--- src/verilog/muldiv_pkg.sv ---
package muldiv_pkg;

    // datapath widths
    localparam int XLEN        = 32;
    localparam int REG_ADDR_W  = 5;
    localparam int COMMIT_ID_W = 3;

    // RV32M opcodes, funct3 order
    // multiplies in the low half, divides in the high half
    typedef enum logic [2:0] {
        MUL    = 3'd0,
        MULH   = 3'd1,
        MULHSU = 3'd2,
        MULHU  = 3'd3,
        DIV    = 3'd4,
        DIVU   = 3'd5,
        REM    = 3'd6,
        REMU   = 3'd7
    } muldiv_op_e;

    // divider sequencing
    typedef enum logic [1:0] {
        IDLE = 2'd0,
        BUSY = 2'd1,
        DONE = 2'd2
    } div_state_e;

endpackage
--- src/verilog/exu_unit_if.sv ---
// control block <-> one arithmetic unit
interface exu_unit_if import muldiv_pkg::*; ();

    // request side
    logic            start;
    muldiv_op_e      op;
    logic [XLEN-1:0] operand_a;
    logic [XLEN-1:0] operand_b;

    // response side
    logic            busy;
    logic            valid;
    logic [XLEN-1:0] result;

    modport ctrl (
        output start,
        output op,
        output operand_a,
        output operand_b,
        input  busy,
        input  valid,
        input  result
    );

    modport unit (
        input  start,
        input  op,
        input  operand_a,
        input  operand_b,
        output busy,
        output valid,
        output result
    );

endinterface

--- src/verilog/exu_div.sv ---
module exu_div import muldiv_pkg::*; (
    input  logic     clk,
    input  logic     arst_n_i,
    exu_unit_if.unit bus
);

    localparam int CNT_W = $clog2(XLEN);

    div_state_e       state;
    logic [CNT_W-1:0] cnt;
    logic             vld;
    logic             take;
    logic             sgn;
    logic [XLEN-1:0]  abs_a;
    logic [XLEN-1:0]  abs_b;
    logic [XLEN-1:0]  quo;
    logic [XLEN-1:0]  rem;
    logic [XLEN-1:0]  dvs;
    logic [XLEN-1:0]  dvd_q;
    logic             neg_q;
    logic             neg_r;
    logic             div0;
    logic             rem_sel;
    logic [XLEN:0]    shifted;
    logic [XLEN:0]    diff;
    logic [XLEN-1:0]  fix_q;
    logic [XLEN-1:0]  fix_r;
    logic [XLEN-1:0]  res;

    assign take  = bus.start && !bus.busy;
    assign sgn   = (bus.op == DIV) || (bus.op == REM);
    assign abs_a = (sgn && bus.operand_a[XLEN-1]) ? -bus.operand_a : bus.operand_a;
    assign abs_b = (sgn && bus.operand_b[XLEN-1]) ? -bus.operand_b : bus.operand_b;

    // one restoring step: shift in next dividend bit, try subtract
    assign shifted = {rem, quo[XLEN-1]};
    assign diff    = shifted - {1'b0, dvs};

    // min / -1 needs no special case, negating 2^31 gives the dividend back
    assign fix_q = div0 ? '1 : (neg_q ? -quo : quo);
    assign fix_r = div0 ? dvd_q : (neg_r ? -rem : rem);

    always_ff @(posedge clk or negedge arst_n_i) begin
        if (!arst_n_i) begin
            state <= IDLE;
            cnt   <= '0;
            vld   <= 1'b0;
        end else begin
            vld <= (state == DONE);
            case (state)
                IDLE: begin
                    if (take) begin
                        state <= BUSY;
                        cnt   <= '0;
                    end
                end
                BUSY: begin
                    cnt <= cnt + 1'b1;
                    if (cnt == CNT_W'(XLEN - 1)) begin
                        state <= DONE;
                    end
                end
                default: state <= IDLE;
            endcase
        end
    end

    always_ff @(posedge clk) begin
        if (take) begin
            quo     <= abs_a;
            rem     <= '0;
            dvs     <= abs_b;
            dvd_q   <= bus.operand_a;
            neg_q   <= sgn && (bus.operand_a[XLEN-1] ^ bus.operand_b[XLEN-1]);
            neg_r   <= sgn && bus.operand_a[XLEN-1];
            div0    <= (bus.operand_b == '0);
            rem_sel <= (bus.op == REM) || (bus.op == REMU);
        end else if (state == BUSY) begin
            if (!diff[XLEN]) begin
                rem <= diff[XLEN-1:0];
                quo <= {quo[XLEN-2:0], 1'b1};
            end else begin
                rem <= shifted[XLEN-1:0];
                quo <= {quo[XLEN-2:0], 1'b0};
            end
        end
        // fix-up cycle
        if (state == DONE) begin
            res <= rem_sel ? fix_r : fix_q;
        end
    end

    // busy also covers the valid cycle
    assign bus.busy   = (state != IDLE) | vld;
    assign bus.valid  = vld;
    assign bus.result = res;

endmodule

--- src/verilog/exu_mul.sv ---
module exu_mul import muldiv_pkg::*; (
    input  logic     clk,
    input  logic     arst_n_i,
    exu_unit_if.unit bus
);

    logic                      take;
    logic                      a_sgn;
    logic                      b_sgn;
    logic                      s1_vld;
    muldiv_op_e                s1_op;
    logic signed [XLEN:0]      s1_a;
    logic signed [XLEN:0]      s1_b;
    logic signed [2*XLEN+1:0]  prod;
    logic                      s2_vld;
    logic [XLEN-1:0]           s2_res;

    // no new work while either stage is occupied
    assign take = bus.start && !bus.busy;

    // rs1 is signed for MULH and MULHSU and rs2 only for MULH
    assign a_sgn = (bus.op == MULH) || (bus.op == MULHSU);
    assign b_sgn = (bus.op == MULH);

    always_ff @(posedge clk or negedge arst_n_i) begin
        if (!arst_n_i) begin
            s1_vld <= 1'b0;
            s2_vld <= 1'b0;
        end else begin
            s1_vld <= take;
            s2_vld <= s1_vld;
        end
    end

    // stage one extends operands to 33 bits
    always_ff @(posedge clk) begin
        if (take) begin
            s1_op <= bus.op;
            s1_a  <= {a_sgn & bus.operand_a[XLEN-1], bus.operand_a};
            s1_b  <= {b_sgn & bus.operand_b[XLEN-1], bus.operand_b};
        end
    end

    // one signed multiply covers all four flavours
    assign prod = (2*XLEN+2)'(s1_a) * (2*XLEN+2)'(s1_b);

    // stage two picks the word
    always_ff @(posedge clk) begin
        if (s1_vld) begin
            s2_res <= (s1_op == MUL) ? prod[XLEN-1:0] : prod[2*XLEN-1:XLEN];
        end
    end

    assign bus.busy   = s1_vld | s2_vld;
    assign bus.valid  = s2_vld;
    assign bus.result = s2_res;

endmodule

--- src/verilog/exu_muldiv_ctrl.sv ---
module exu_muldiv_ctrl import muldiv_pkg::*; #(
    parameter int WB_CREDITS = 2
) (
    input  logic                   clk,
    input  logic                   arst_n_i,
    input  logic                   req_i,
    input  muldiv_op_e             op_i,
    input  logic [XLEN-1:0]        rs1_data_i,
    input  logic [XLEN-1:0]        rs2_data_i,
    input  logic [REG_ADDR_W-1:0]  rd_addr_i,
    input  logic [COMMIT_ID_W-1:0] commit_id_i,
    input  logic                   int_assert_i,
    input  logic                   wb_credit_i,
    output logic                   stall_o,
    output logic                   wb_we_o,
    output logic [XLEN-1:0]        wb_data_o,
    output logic [REG_ADDR_W-1:0]  wb_addr_o,
    output logic [COMMIT_ID_W-1:0] wb_commit_id_o,
    exu_unit_if.ctrl               mul_bus,
    exu_unit_if.ctrl               div_bus
);

    localparam int CNT_W = $clog2(WB_CREDITS + 1);

    logic                   is_div;
    logic                   mul_free;
    logic                   div_free;
    logic                   mul_pend;
    logic                   div_pend;
    logic [REG_ADDR_W-1:0]  mul_rd;
    logic [REG_ADDR_W-1:0]  div_rd;
    logic [COMMIT_ID_W-1:0] mul_cid;
    logic [COMMIT_ID_W-1:0] div_cid;
    logic [XLEN-1:0]        mul_res;
    logic [XLEN-1:0]        div_res;
    logic [CNT_W-1:0]       credit_cnt;
    logic                   wb_mul;
    logic                   wb_div;

    assign is_div = op_i inside {DIV, DIVU, REM, REMU};

    // a unit is free once idle and its last result has left
    assign mul_free = !mul_bus.busy && !mul_pend;
    assign div_free = !div_bus.busy && !div_pend;

    assign stall_o = int_assert_i || (req_i && (is_div ? !div_free : !mul_free));

    assign mul_bus.start     = req_i && !is_div && mul_free && !int_assert_i;
    assign mul_bus.op        = op_i;
    assign mul_bus.operand_a = rs1_data_i;
    assign mul_bus.operand_b = rs2_data_i;

    assign div_bus.start     = req_i && is_div && div_free && !int_assert_i;
    assign div_bus.op        = op_i;
    assign div_bus.operand_a = rs1_data_i;
    assign div_bus.operand_b = rs2_data_i;

    // multiplier wins when both are waiting
    assign wb_mul = mul_pend && (credit_cnt != '0);
    assign wb_div = div_pend && !mul_pend && (credit_cnt != '0);

    assign wb_we_o        = wb_mul | wb_div;
    assign wb_data_o      = wb_mul ? mul_res : div_res;
    assign wb_addr_o      = wb_mul ? mul_rd : div_rd;
    assign wb_commit_id_o = wb_mul ? mul_cid : div_cid;

    always_ff @(posedge clk or negedge arst_n_i) begin
        if (!arst_n_i) begin
            mul_pend <= 1'b0;
            div_pend <= 1'b0;
        end else begin
            if (mul_bus.valid) begin
                mul_pend <= 1'b1;
            end else if (wb_mul) begin
                mul_pend <= 1'b0;
            end
            if (div_bus.valid) begin
                div_pend <= 1'b1;
            end else if (wb_div) begin
                div_pend <= 1'b0;
            end
        end
    end

    // destination and id ride along with each unit
    always_ff @(posedge clk) begin
        if (mul_bus.start) begin
            mul_rd  <= rd_addr_i;
            mul_cid <= commit_id_i;
        end
        if (div_bus.start) begin
            div_rd  <= rd_addr_i;
            div_cid <= commit_id_i;
        end
        if (mul_bus.valid) begin
            mul_res <= mul_bus.result;
        end
        if (div_bus.valid) begin
            div_res <= div_bus.result;
        end
    end

    // one credit per pulse, one back per credit cycle, capped at reset value
    always_ff @(posedge clk or negedge arst_n_i) begin
        if (!arst_n_i) begin
            credit_cnt <= CNT_W'(WB_CREDITS);
        end else if (wb_we_o && !wb_credit_i) begin
            credit_cnt <= credit_cnt - 1'b1;
        end else if (!wb_we_o && wb_credit_i && credit_cnt != CNT_W'(WB_CREDITS)) begin
            credit_cnt <= credit_cnt + 1'b1;
        end
    end

endmodule

--- src/verilog/exu_muldiv_top.sv ---
module exu_muldiv_top import muldiv_pkg::*; #(
    parameter int WB_CREDITS = 2
) (
    input  logic                   clk,
    input  logic                   arst_n_i,
    input  logic                   req_i,
    input  muldiv_op_e             op_i,
    input  logic [XLEN-1:0]        rs1_data_i,
    input  logic [XLEN-1:0]        rs2_data_i,
    input  logic [REG_ADDR_W-1:0]  rd_addr_i,
    input  logic [COMMIT_ID_W-1:0] commit_id_i,
    input  logic                   int_assert_i,
    input  logic                   wb_credit_i,
    output logic                   stall_o,
    output logic                   wb_we_o,
    output logic [XLEN-1:0]        wb_data_o,
    output logic [REG_ADDR_W-1:0]  wb_addr_o,
    output logic [COMMIT_ID_W-1:0] wb_commit_id_o
);

    exu_unit_if mul_bus ();
    exu_unit_if div_bus ();

    exu_muldiv_ctrl #(
        .WB_CREDITS(WB_CREDITS)
    ) u_ctrl (
        .clk           (clk),
        .arst_n_i      (arst_n_i),
        .req_i         (req_i),
        .op_i          (op_i),
        .rs1_data_i    (rs1_data_i),
        .rs2_data_i    (rs2_data_i),
        .rd_addr_i     (rd_addr_i),
        .commit_id_i   (commit_id_i),
        .int_assert_i  (int_assert_i),
        .wb_credit_i   (wb_credit_i),
        .stall_o       (stall_o),
        .wb_we_o       (wb_we_o),
        .wb_data_o     (wb_data_o),
        .wb_addr_o     (wb_addr_o),
        .wb_commit_id_o(wb_commit_id_o),
        .mul_bus       (mul_bus.ctrl),
        .div_bus       (div_bus.ctrl)
    );

    exu_mul u_mul (
        .clk     (clk),
        .arst_n_i(arst_n_i),
        .bus     (mul_bus.unit)
    );

    exu_div u_div (
        .clk     (clk),
        .arst_n_i(arst_n_i),
        .bus     (div_bus.unit)
    );

endmodule

--- config.mk ---
export PLATFORM = sky130hd
export DESIGN_NAME = exu_muldiv_top
export DESIGN_NICKNAME = d
export VERILOG_FILES = /design/src/verilog/muldiv_pkg.sv /design/src/verilog/exu_unit_if.sv /design/src/verilog/exu_div.sv /design/src/verilog/exu_mul.sv /design/src/verilog/exu_muldiv_ctrl.sv /design/src/verilog/exu_muldiv_top.sv
export SDC_FILE = /design/constraint.sdc
export NUM_CORES = 2
export LEC_CHECK = 0
export BUFFER_PORTS_ARGS = -buffer_cell sky130_fd_sc_hd__clkbuf_2
export CORE_MARGIN = 5
export CORE_UTILIZATION = 60
export DETAILED_ROUTE_END_ITERATION = 8
export GPL_ROUTABILITY_DRIVEN = 0
export GPL_TIMING_DRIVEN = 1
export PLACE_DENSITY = 0.89
export SKIP_CTS_REPAIR_TIMING = 1
export SYNTH_ARGS = -nofsm -noshare
export SYNTH_HDL_FRONTEND = slang
export SYNTH_HIERARCHICAL = 1
export SYNTH_SLANG_ARGS = --single-unit
--- constraint.sdc ---
create_clock -name clk -period 15.36 [get_ports clk]
set_input_delay 2.304 -clock clk [delete_from_list [all_inputs] [get_ports clk]]
set_output_delay 2.304 -clock clk [all_outputs]
set_load 0.01 [all_outputs]
**Yosys cells after proc, flatten, opt, wreduce, memory -nomap -nowiden**

Cells that the tools add are included.

- Register bits after elaboration: 359
- Input bits: 80
- Output and inout bits: 42
- Word-level logic and storage cells: 128

- Add/subtract/negate cells: 8
- $mul: 1
- Equality and inequality tests: 12
- Mux-type cells: 27
- Bitwise gates (word level): 6
- Reductions and logical operators: 47

Operator list:

| cell | count |
|---|---|
| $mux 32 | 12 |
| $neg 32->32 | 4 |
| $mul 33x33->64 | 1 |
| $sub 33x32->33 | 1 |
| $logic_not 32->1 | 1 |
| $logic_and 1x1->1 | 20 |
| $reduce_bool 2->1 | 7 |
| $eq 3x3->1 const B | 4 |
| $logic_not 1->1 | 10 |
| $mux 5 | 2 |
| $pmux 5 s2 | 1 |
| $mux 2 | 4 |
| $mux 1 | 6 |
| $add 5x1->5 const B | 1 |
| $eq 5x5->1 const B | 1 |
| $logic_or 1x1->1 | 4 |
| $ne 2x1->1 const B | 2 |
| $pmux 2 s2 | 1 |
| $reduce_and 2->1 | 2 |
| $reduce_bool 4->1 | 1 |
| $eq 3x1->1 const B | 1 |
| $eq 3x2->1 const B | 1 |
| $logic_not 3->1 | 1 |
| $mux 3 | 1 |
| 9 further kinds | 12 |

**Depth between registers and ports, before layout**

- Depth after elaboration: 9
- Depth in mapped cells: 29
- Gate-level depth less buffers: 27

**Modules after synthesis**

The synthesis kept the hierarchy.

By module, submodules not included:

| module | times used | cells an instance | area each (um^2) | seq. area each (um^2) |
|---|---|---|---|---|
| exu_mul | 1 | 4341 | 41786.3 | 3083.0 |
| exu_div | 1 | 1147 | 10930.5 | 4804.6 |
| exu_muldiv_ctrl | 1 | 286 | 4315.4 | 2503.7 |

**Worst setup path before layout**

No wires, ideal clock.

- Path kind: register -> register
- Start: register u_mul.s1_a[32]
- End: register u_mul.s2_res[28], in the netlist u_mul/bus.result[28], data pin
- Setup time: 261 ps
- Arrival time: 7760 ps
- Required time: 15099 ps
- Slack: 7340 ps
- Stages on the path, launching flop included: 26
- Path buffers: 2
- Clock period less this slack: 8020 ps
- Cell sequence: edfxtp_1 clkbuf_1 nand2_1 inv_1 fa_1 fa_1 fa_1 fa_1 inv_1 fa_1 inv_1 fa_1 fa_1 inv_1 fa_1 inv_1 ha_1 clkbuf_1 nand2_1 nor3_1 nand3_1 or3_1 o2111ai_4 a311oi_2 or4_1 o311a_1

- Longest elaborated chain between the ends: 2

RTL lines:

| what | RTL line | RTL |
|---|---|---|
| from (decl) | exu_mul.sv:12 | `logic signed [XLEN:0] s1_a;` |
| from (signal assigned) | exu_mul.sv:39 | `s1_a <= {a_sgn & bus.operand_a[XLEN-1], bus.operand_a};` |
| $mul 33x33->64 | exu_mul.sv:45 | `assign prod = (2*XLEN+2)'(s1_a) * (2*XLEN+2)'(s1_b);` |
| $mux 32 | exu_mul.sv:50 | `s2_res <= (s1_op == MUL) ? prod[XLEN-1:0] : prod[2*XLEN-1:XLEN];` |
| to (signal assigned) | exu_mul.sv:50 |  |
| to (decl) | exu_mul.sv:16 | `logic [XLEN-1:0] s2_res;` |

Every way passes these cells.
A chain may end at the register's enable or synchronous reset.

**Final worst setup path**

- Start: register u_mul.s1_b[9]
- End: register u_mul.s2_res[30], in the netlist u_mul/bus.result[30], data pin

- Longest elaborated chain between the ends: 2

RTL lines:

| what | RTL line | RTL |
|---|---|---|
| from (decl) | exu_mul.sv:13 | `logic signed [XLEN:0] s1_b;` |
| from (signal assigned) | exu_mul.sv:40 | `s1_b <= {b_sgn & bus.operand_b[XLEN-1], bus.operand_b};` |
| $mul 33x33->64 | exu_mul.sv:45 |  |
| $mux 32 | exu_mul.sv:50 |  |

Every way passes these cells.

==> results.ini <==
[drt]
routedWlPerCell_microns = 22.4
dr.first_iter.drc_count = 5534
drt.antenna.violating_nets = 0
drc = 29
number_of_detailed_route_iterations_in_the_first_pass = 9
totalWireLength_mm = 155
routed_via_density = 6.11
vias = 42200

[floorplanning]
starting_density_of_the_core_pct = 60.2
fp.dieArea_sq_mm = 0.101
fp-row-count = 113
chipHeight_microns = 318
dieWidth_microns = 318
floorplan.io_pins = 122
core_sq_mm = 0.0947

[synthesis]
synth_common_cells = sky130_fd_sc_hd__inv_1 (1164), sky130_fd_sc_hd__fa_1 (1126), sky130_fd_sc_hd__nand2_1 (728)
postSynth.topFlopCell = sky130_fd_sc_hd__edfxtp_1
synth_largest_area_cell = sky130_fd_sc_hd__fa_1
ys_seq_elements = 359
ys.warnings.count = 6
most_repeated_cell_in_the_gate_level_netlist_after_synthesis = sky130_fd_sc_hd__inv_1
netlist_cell_types = 94
synth.yosys.seq_area_share_pct = 18.2
async_set_or_reset_register_ratio_after_synthesis_pct = 3.90
netlist_area_sq_mm = 0.0570
synth_edf_count = 313
synthesis.area_per_instance_sq_um = 9.88
synthesis.nets = 7230
synth_cells = 5774
most_area_consuming_cells_after_synthesis = sky130_fd_sc_hd__fa_1 (40%), sky130_fd_sc_hd__edfxtp_1 (16%), sky130_fd_sc_hd__inv_1 (7.7%)
synthDominantCellAreaShare_pct = 39.5

[timing]
finalHoldViolCount = 0
worst_slew_margin_rel_pct = 9.79
finClkSkew_ns = 0.0185
report.final.slew_viol_count = 0
fmax_mhz = 109
grt_setup_unrepaired = no
hold_slack_ns = 0.410
finalSetupTns_ns = 0
timing.final.crit_period_ns = 9.18
setup_violations = 0
finalCritPeriodShare_pct = 59.7
worst_slew_pin_slew_ns = 1.35

[outcome]
status = finished, violations left
violations_in_the_final_reports = design-rule violations

[finish]
fill_cells = 6880
syn2layout_area_growth_pct = 3.36
biggestRegsByFlops = u_mul/s1_a (33), u_mul/s1_b (33)
layout-drive-gt1-share_pct = 5.93
stdcell_area_sq_mm = 0.0590
nNetsFinal = 7064

[placement]
place.port_buffers = 121
dp_hpwl_mm = 118
postPlaceCellArea_sq_mm = 0.0578

[worst_setup_path]
timing.critical_path.arrival_ns = 9.53
critical_path_class = reg2reg
cp-start-kind = register
cp_max_fo = 20
critical_path_required_ns = 15.71
setup.worst_path.end_class = register

[clock_tree]
htree_levels = 2
clock_tree_from_tritoncts = yes
worst_skew_pair.late_latency_ns = 0.56
cts_root_buffer = sky130_fd_sc_hd__clkbuf_16
numCtsBuffers = 36
clkTransAtPathRegs_ns = 0.07
clock_tree.buffer_depth = 3
cts_num_sinks = 359

[global_route]
grt_use_total_pct = 30.8
first_global_vias = 46200
pin_count_of_the_biggest_net_entering_global_routing = 75
grt.overflow.total = 0
global_route_wire_length_before_repair_mm = 248
grt_antenna_before_repair = 15

[hold_path]
worst_hold_path_type = reg2reg

[flow_run]
drv.max_cap_violation_count = 0

-- layout make-up --
| class | instances | area (sq um) | share of cell area (%) |
|---|---|---|---|
| inverters | 1164 | 4370 | 7.41 |
| multi-input cells | 3843 | 40200 | 68.2 |
| flip-flops and latches | 359 | 10400 | 17.6 |
| clock inverters | 17 | 164 | 0.278 |
| repair buffers | 204 | 1250 | 2.12 |
| well taps | 1265 | 1580 | 2.68 |
| clock buffers | 48 | 986 | 1.67 |
| diodes | 5 | 12.5 | 0.0212 |
-- logic make-up (layout without fill, tap and decap cells) --
kind of cell | count (synthesis) | count (layout) | synth area share [%]
adder cells (fa/ha/maj) | 1376 | 1376 | 45.0
other | 0 | 5 | 0
flip-flops | 359 | 359 | 18.2
AND/OR/NAND/NOR | 1612 | 1612 | 14.0
multiplexers | 71 | 71 | 1.60
buffers and inverters | 1572 | 1433 | 11.4
XOR/XNOR | 220 | 220 | 3.41
AO/OA/AOI/OAI | 564 | 564 | 6.35
-- per-layer routing --
metal  vias up  track usage (%)  share of wire [%]
li1      17200                -                  -
met1     20900             37.6                 33
met2      3132             49.6                 47
met3       926             8.40                 12
met4        16             18.1                7.8
met5         -                0              0.066
-- worst max-delay path: stages (launching register included) --
cell and delay (ns):
sky130_fd_sc_hd__edfxtp_1 0.77, sky130_fd_sc_hd__nand2_1 0.28, sky130_fd_sc_hd__inv_1 0.12, sky130_fd_sc_hd__fa_1 0.71, sky130_fd_sc_hd__inv_1 0.14, sky130_fd_sc_hd__fa_1 0.84, sky130_fd_sc_hd__inv_1 0.17, sky130_fd_sc_hd__fa_1 0.76
sky130_fd_sc_hd__inv_1 0.26, sky130_fd_sc_hd__fa_1 0.53, sky130_fd_sc_hd__inv_1 0.05, sky130_fd_sc_hd__fa_1 0.53, sky130_fd_sc_hd__inv_1 0.05, sky130_fd_sc_hd__fa_1 0.49, sky130_fd_sc_hd__fa_1 0.44, sky130_fd_sc_hd__fa_1 0.56
sky130_fd_sc_hd__inv_1 0.06, sky130_fd_sc_hd__ha_1 0.36, sky130_fd_sc_hd__a21oi_1 0.28, sky130_fd_sc_hd__nor2b_1 0.08, sky130_fd_sc_hd__a211o_1 0.27, sky130_fd_sc_hd__a21oi_1 0.29, sky130_fd_sc_hd__nor2_1 0.19, sky130_fd_sc_hd__a31oi_1 0.17
sky130_fd_sc_hd__o31ai_1 0.17, sky130_fd_sc_hd__nor3b_1 0.34
-- final timing paths --
path	from	end	slack (ns)	cells past startpoint
max reg2reg	u_mul/s1_b[9]	u_mul/bus.result[30]	6.18	25
min reg2reg	u_div/bus.result[26]	u_ctrl/div_res[26]	0.41	0
min	u_div/bus.result[26]	u_ctrl/div_res[26]	0.41	0
max	u_mul/s1_b[9]	u_mul/bus.result[30]	6.18	25
max in group asynchronous	arst_n_i	u_ctrl/credit_cnt[1]	13.38	1
min in group asynchronous	arst_n_i	u_ctrl/mul_pend	1.66	1
-- metrics by stage --
step	setup WS, ns	utilization (%)	instances
floorplan	7.34	-	5774
global placement	6.68	61.0	6834
detailed placement	6.32	61.0	6834
CTS	6.27	62.2	6899
global route	5.89	62.2	6902
finish	6.18	62.2	6905
-- cells in the final DEF (no fill, tap or decap), drive strengths merged, types with 97 or more instances in the layout --
cell / Yosys / routed
a21oi: 152 / 152
and2: 537 / 537
clkbuf: 250 / 169
edfxtp: 313 / 313
fa: 1126 / 1126
ha: 250 / 250
inv: 1164 / 1168
nand2: 729 / 729
nor2: 106 / 106
o21ai: 182 / 182
xnor2: 123 / 123
xor2: 97 / 97
Power is left out: the tool's default activity adds up to more than one toggle a clock period on the data nets, which glitch-free logic cannot reach.
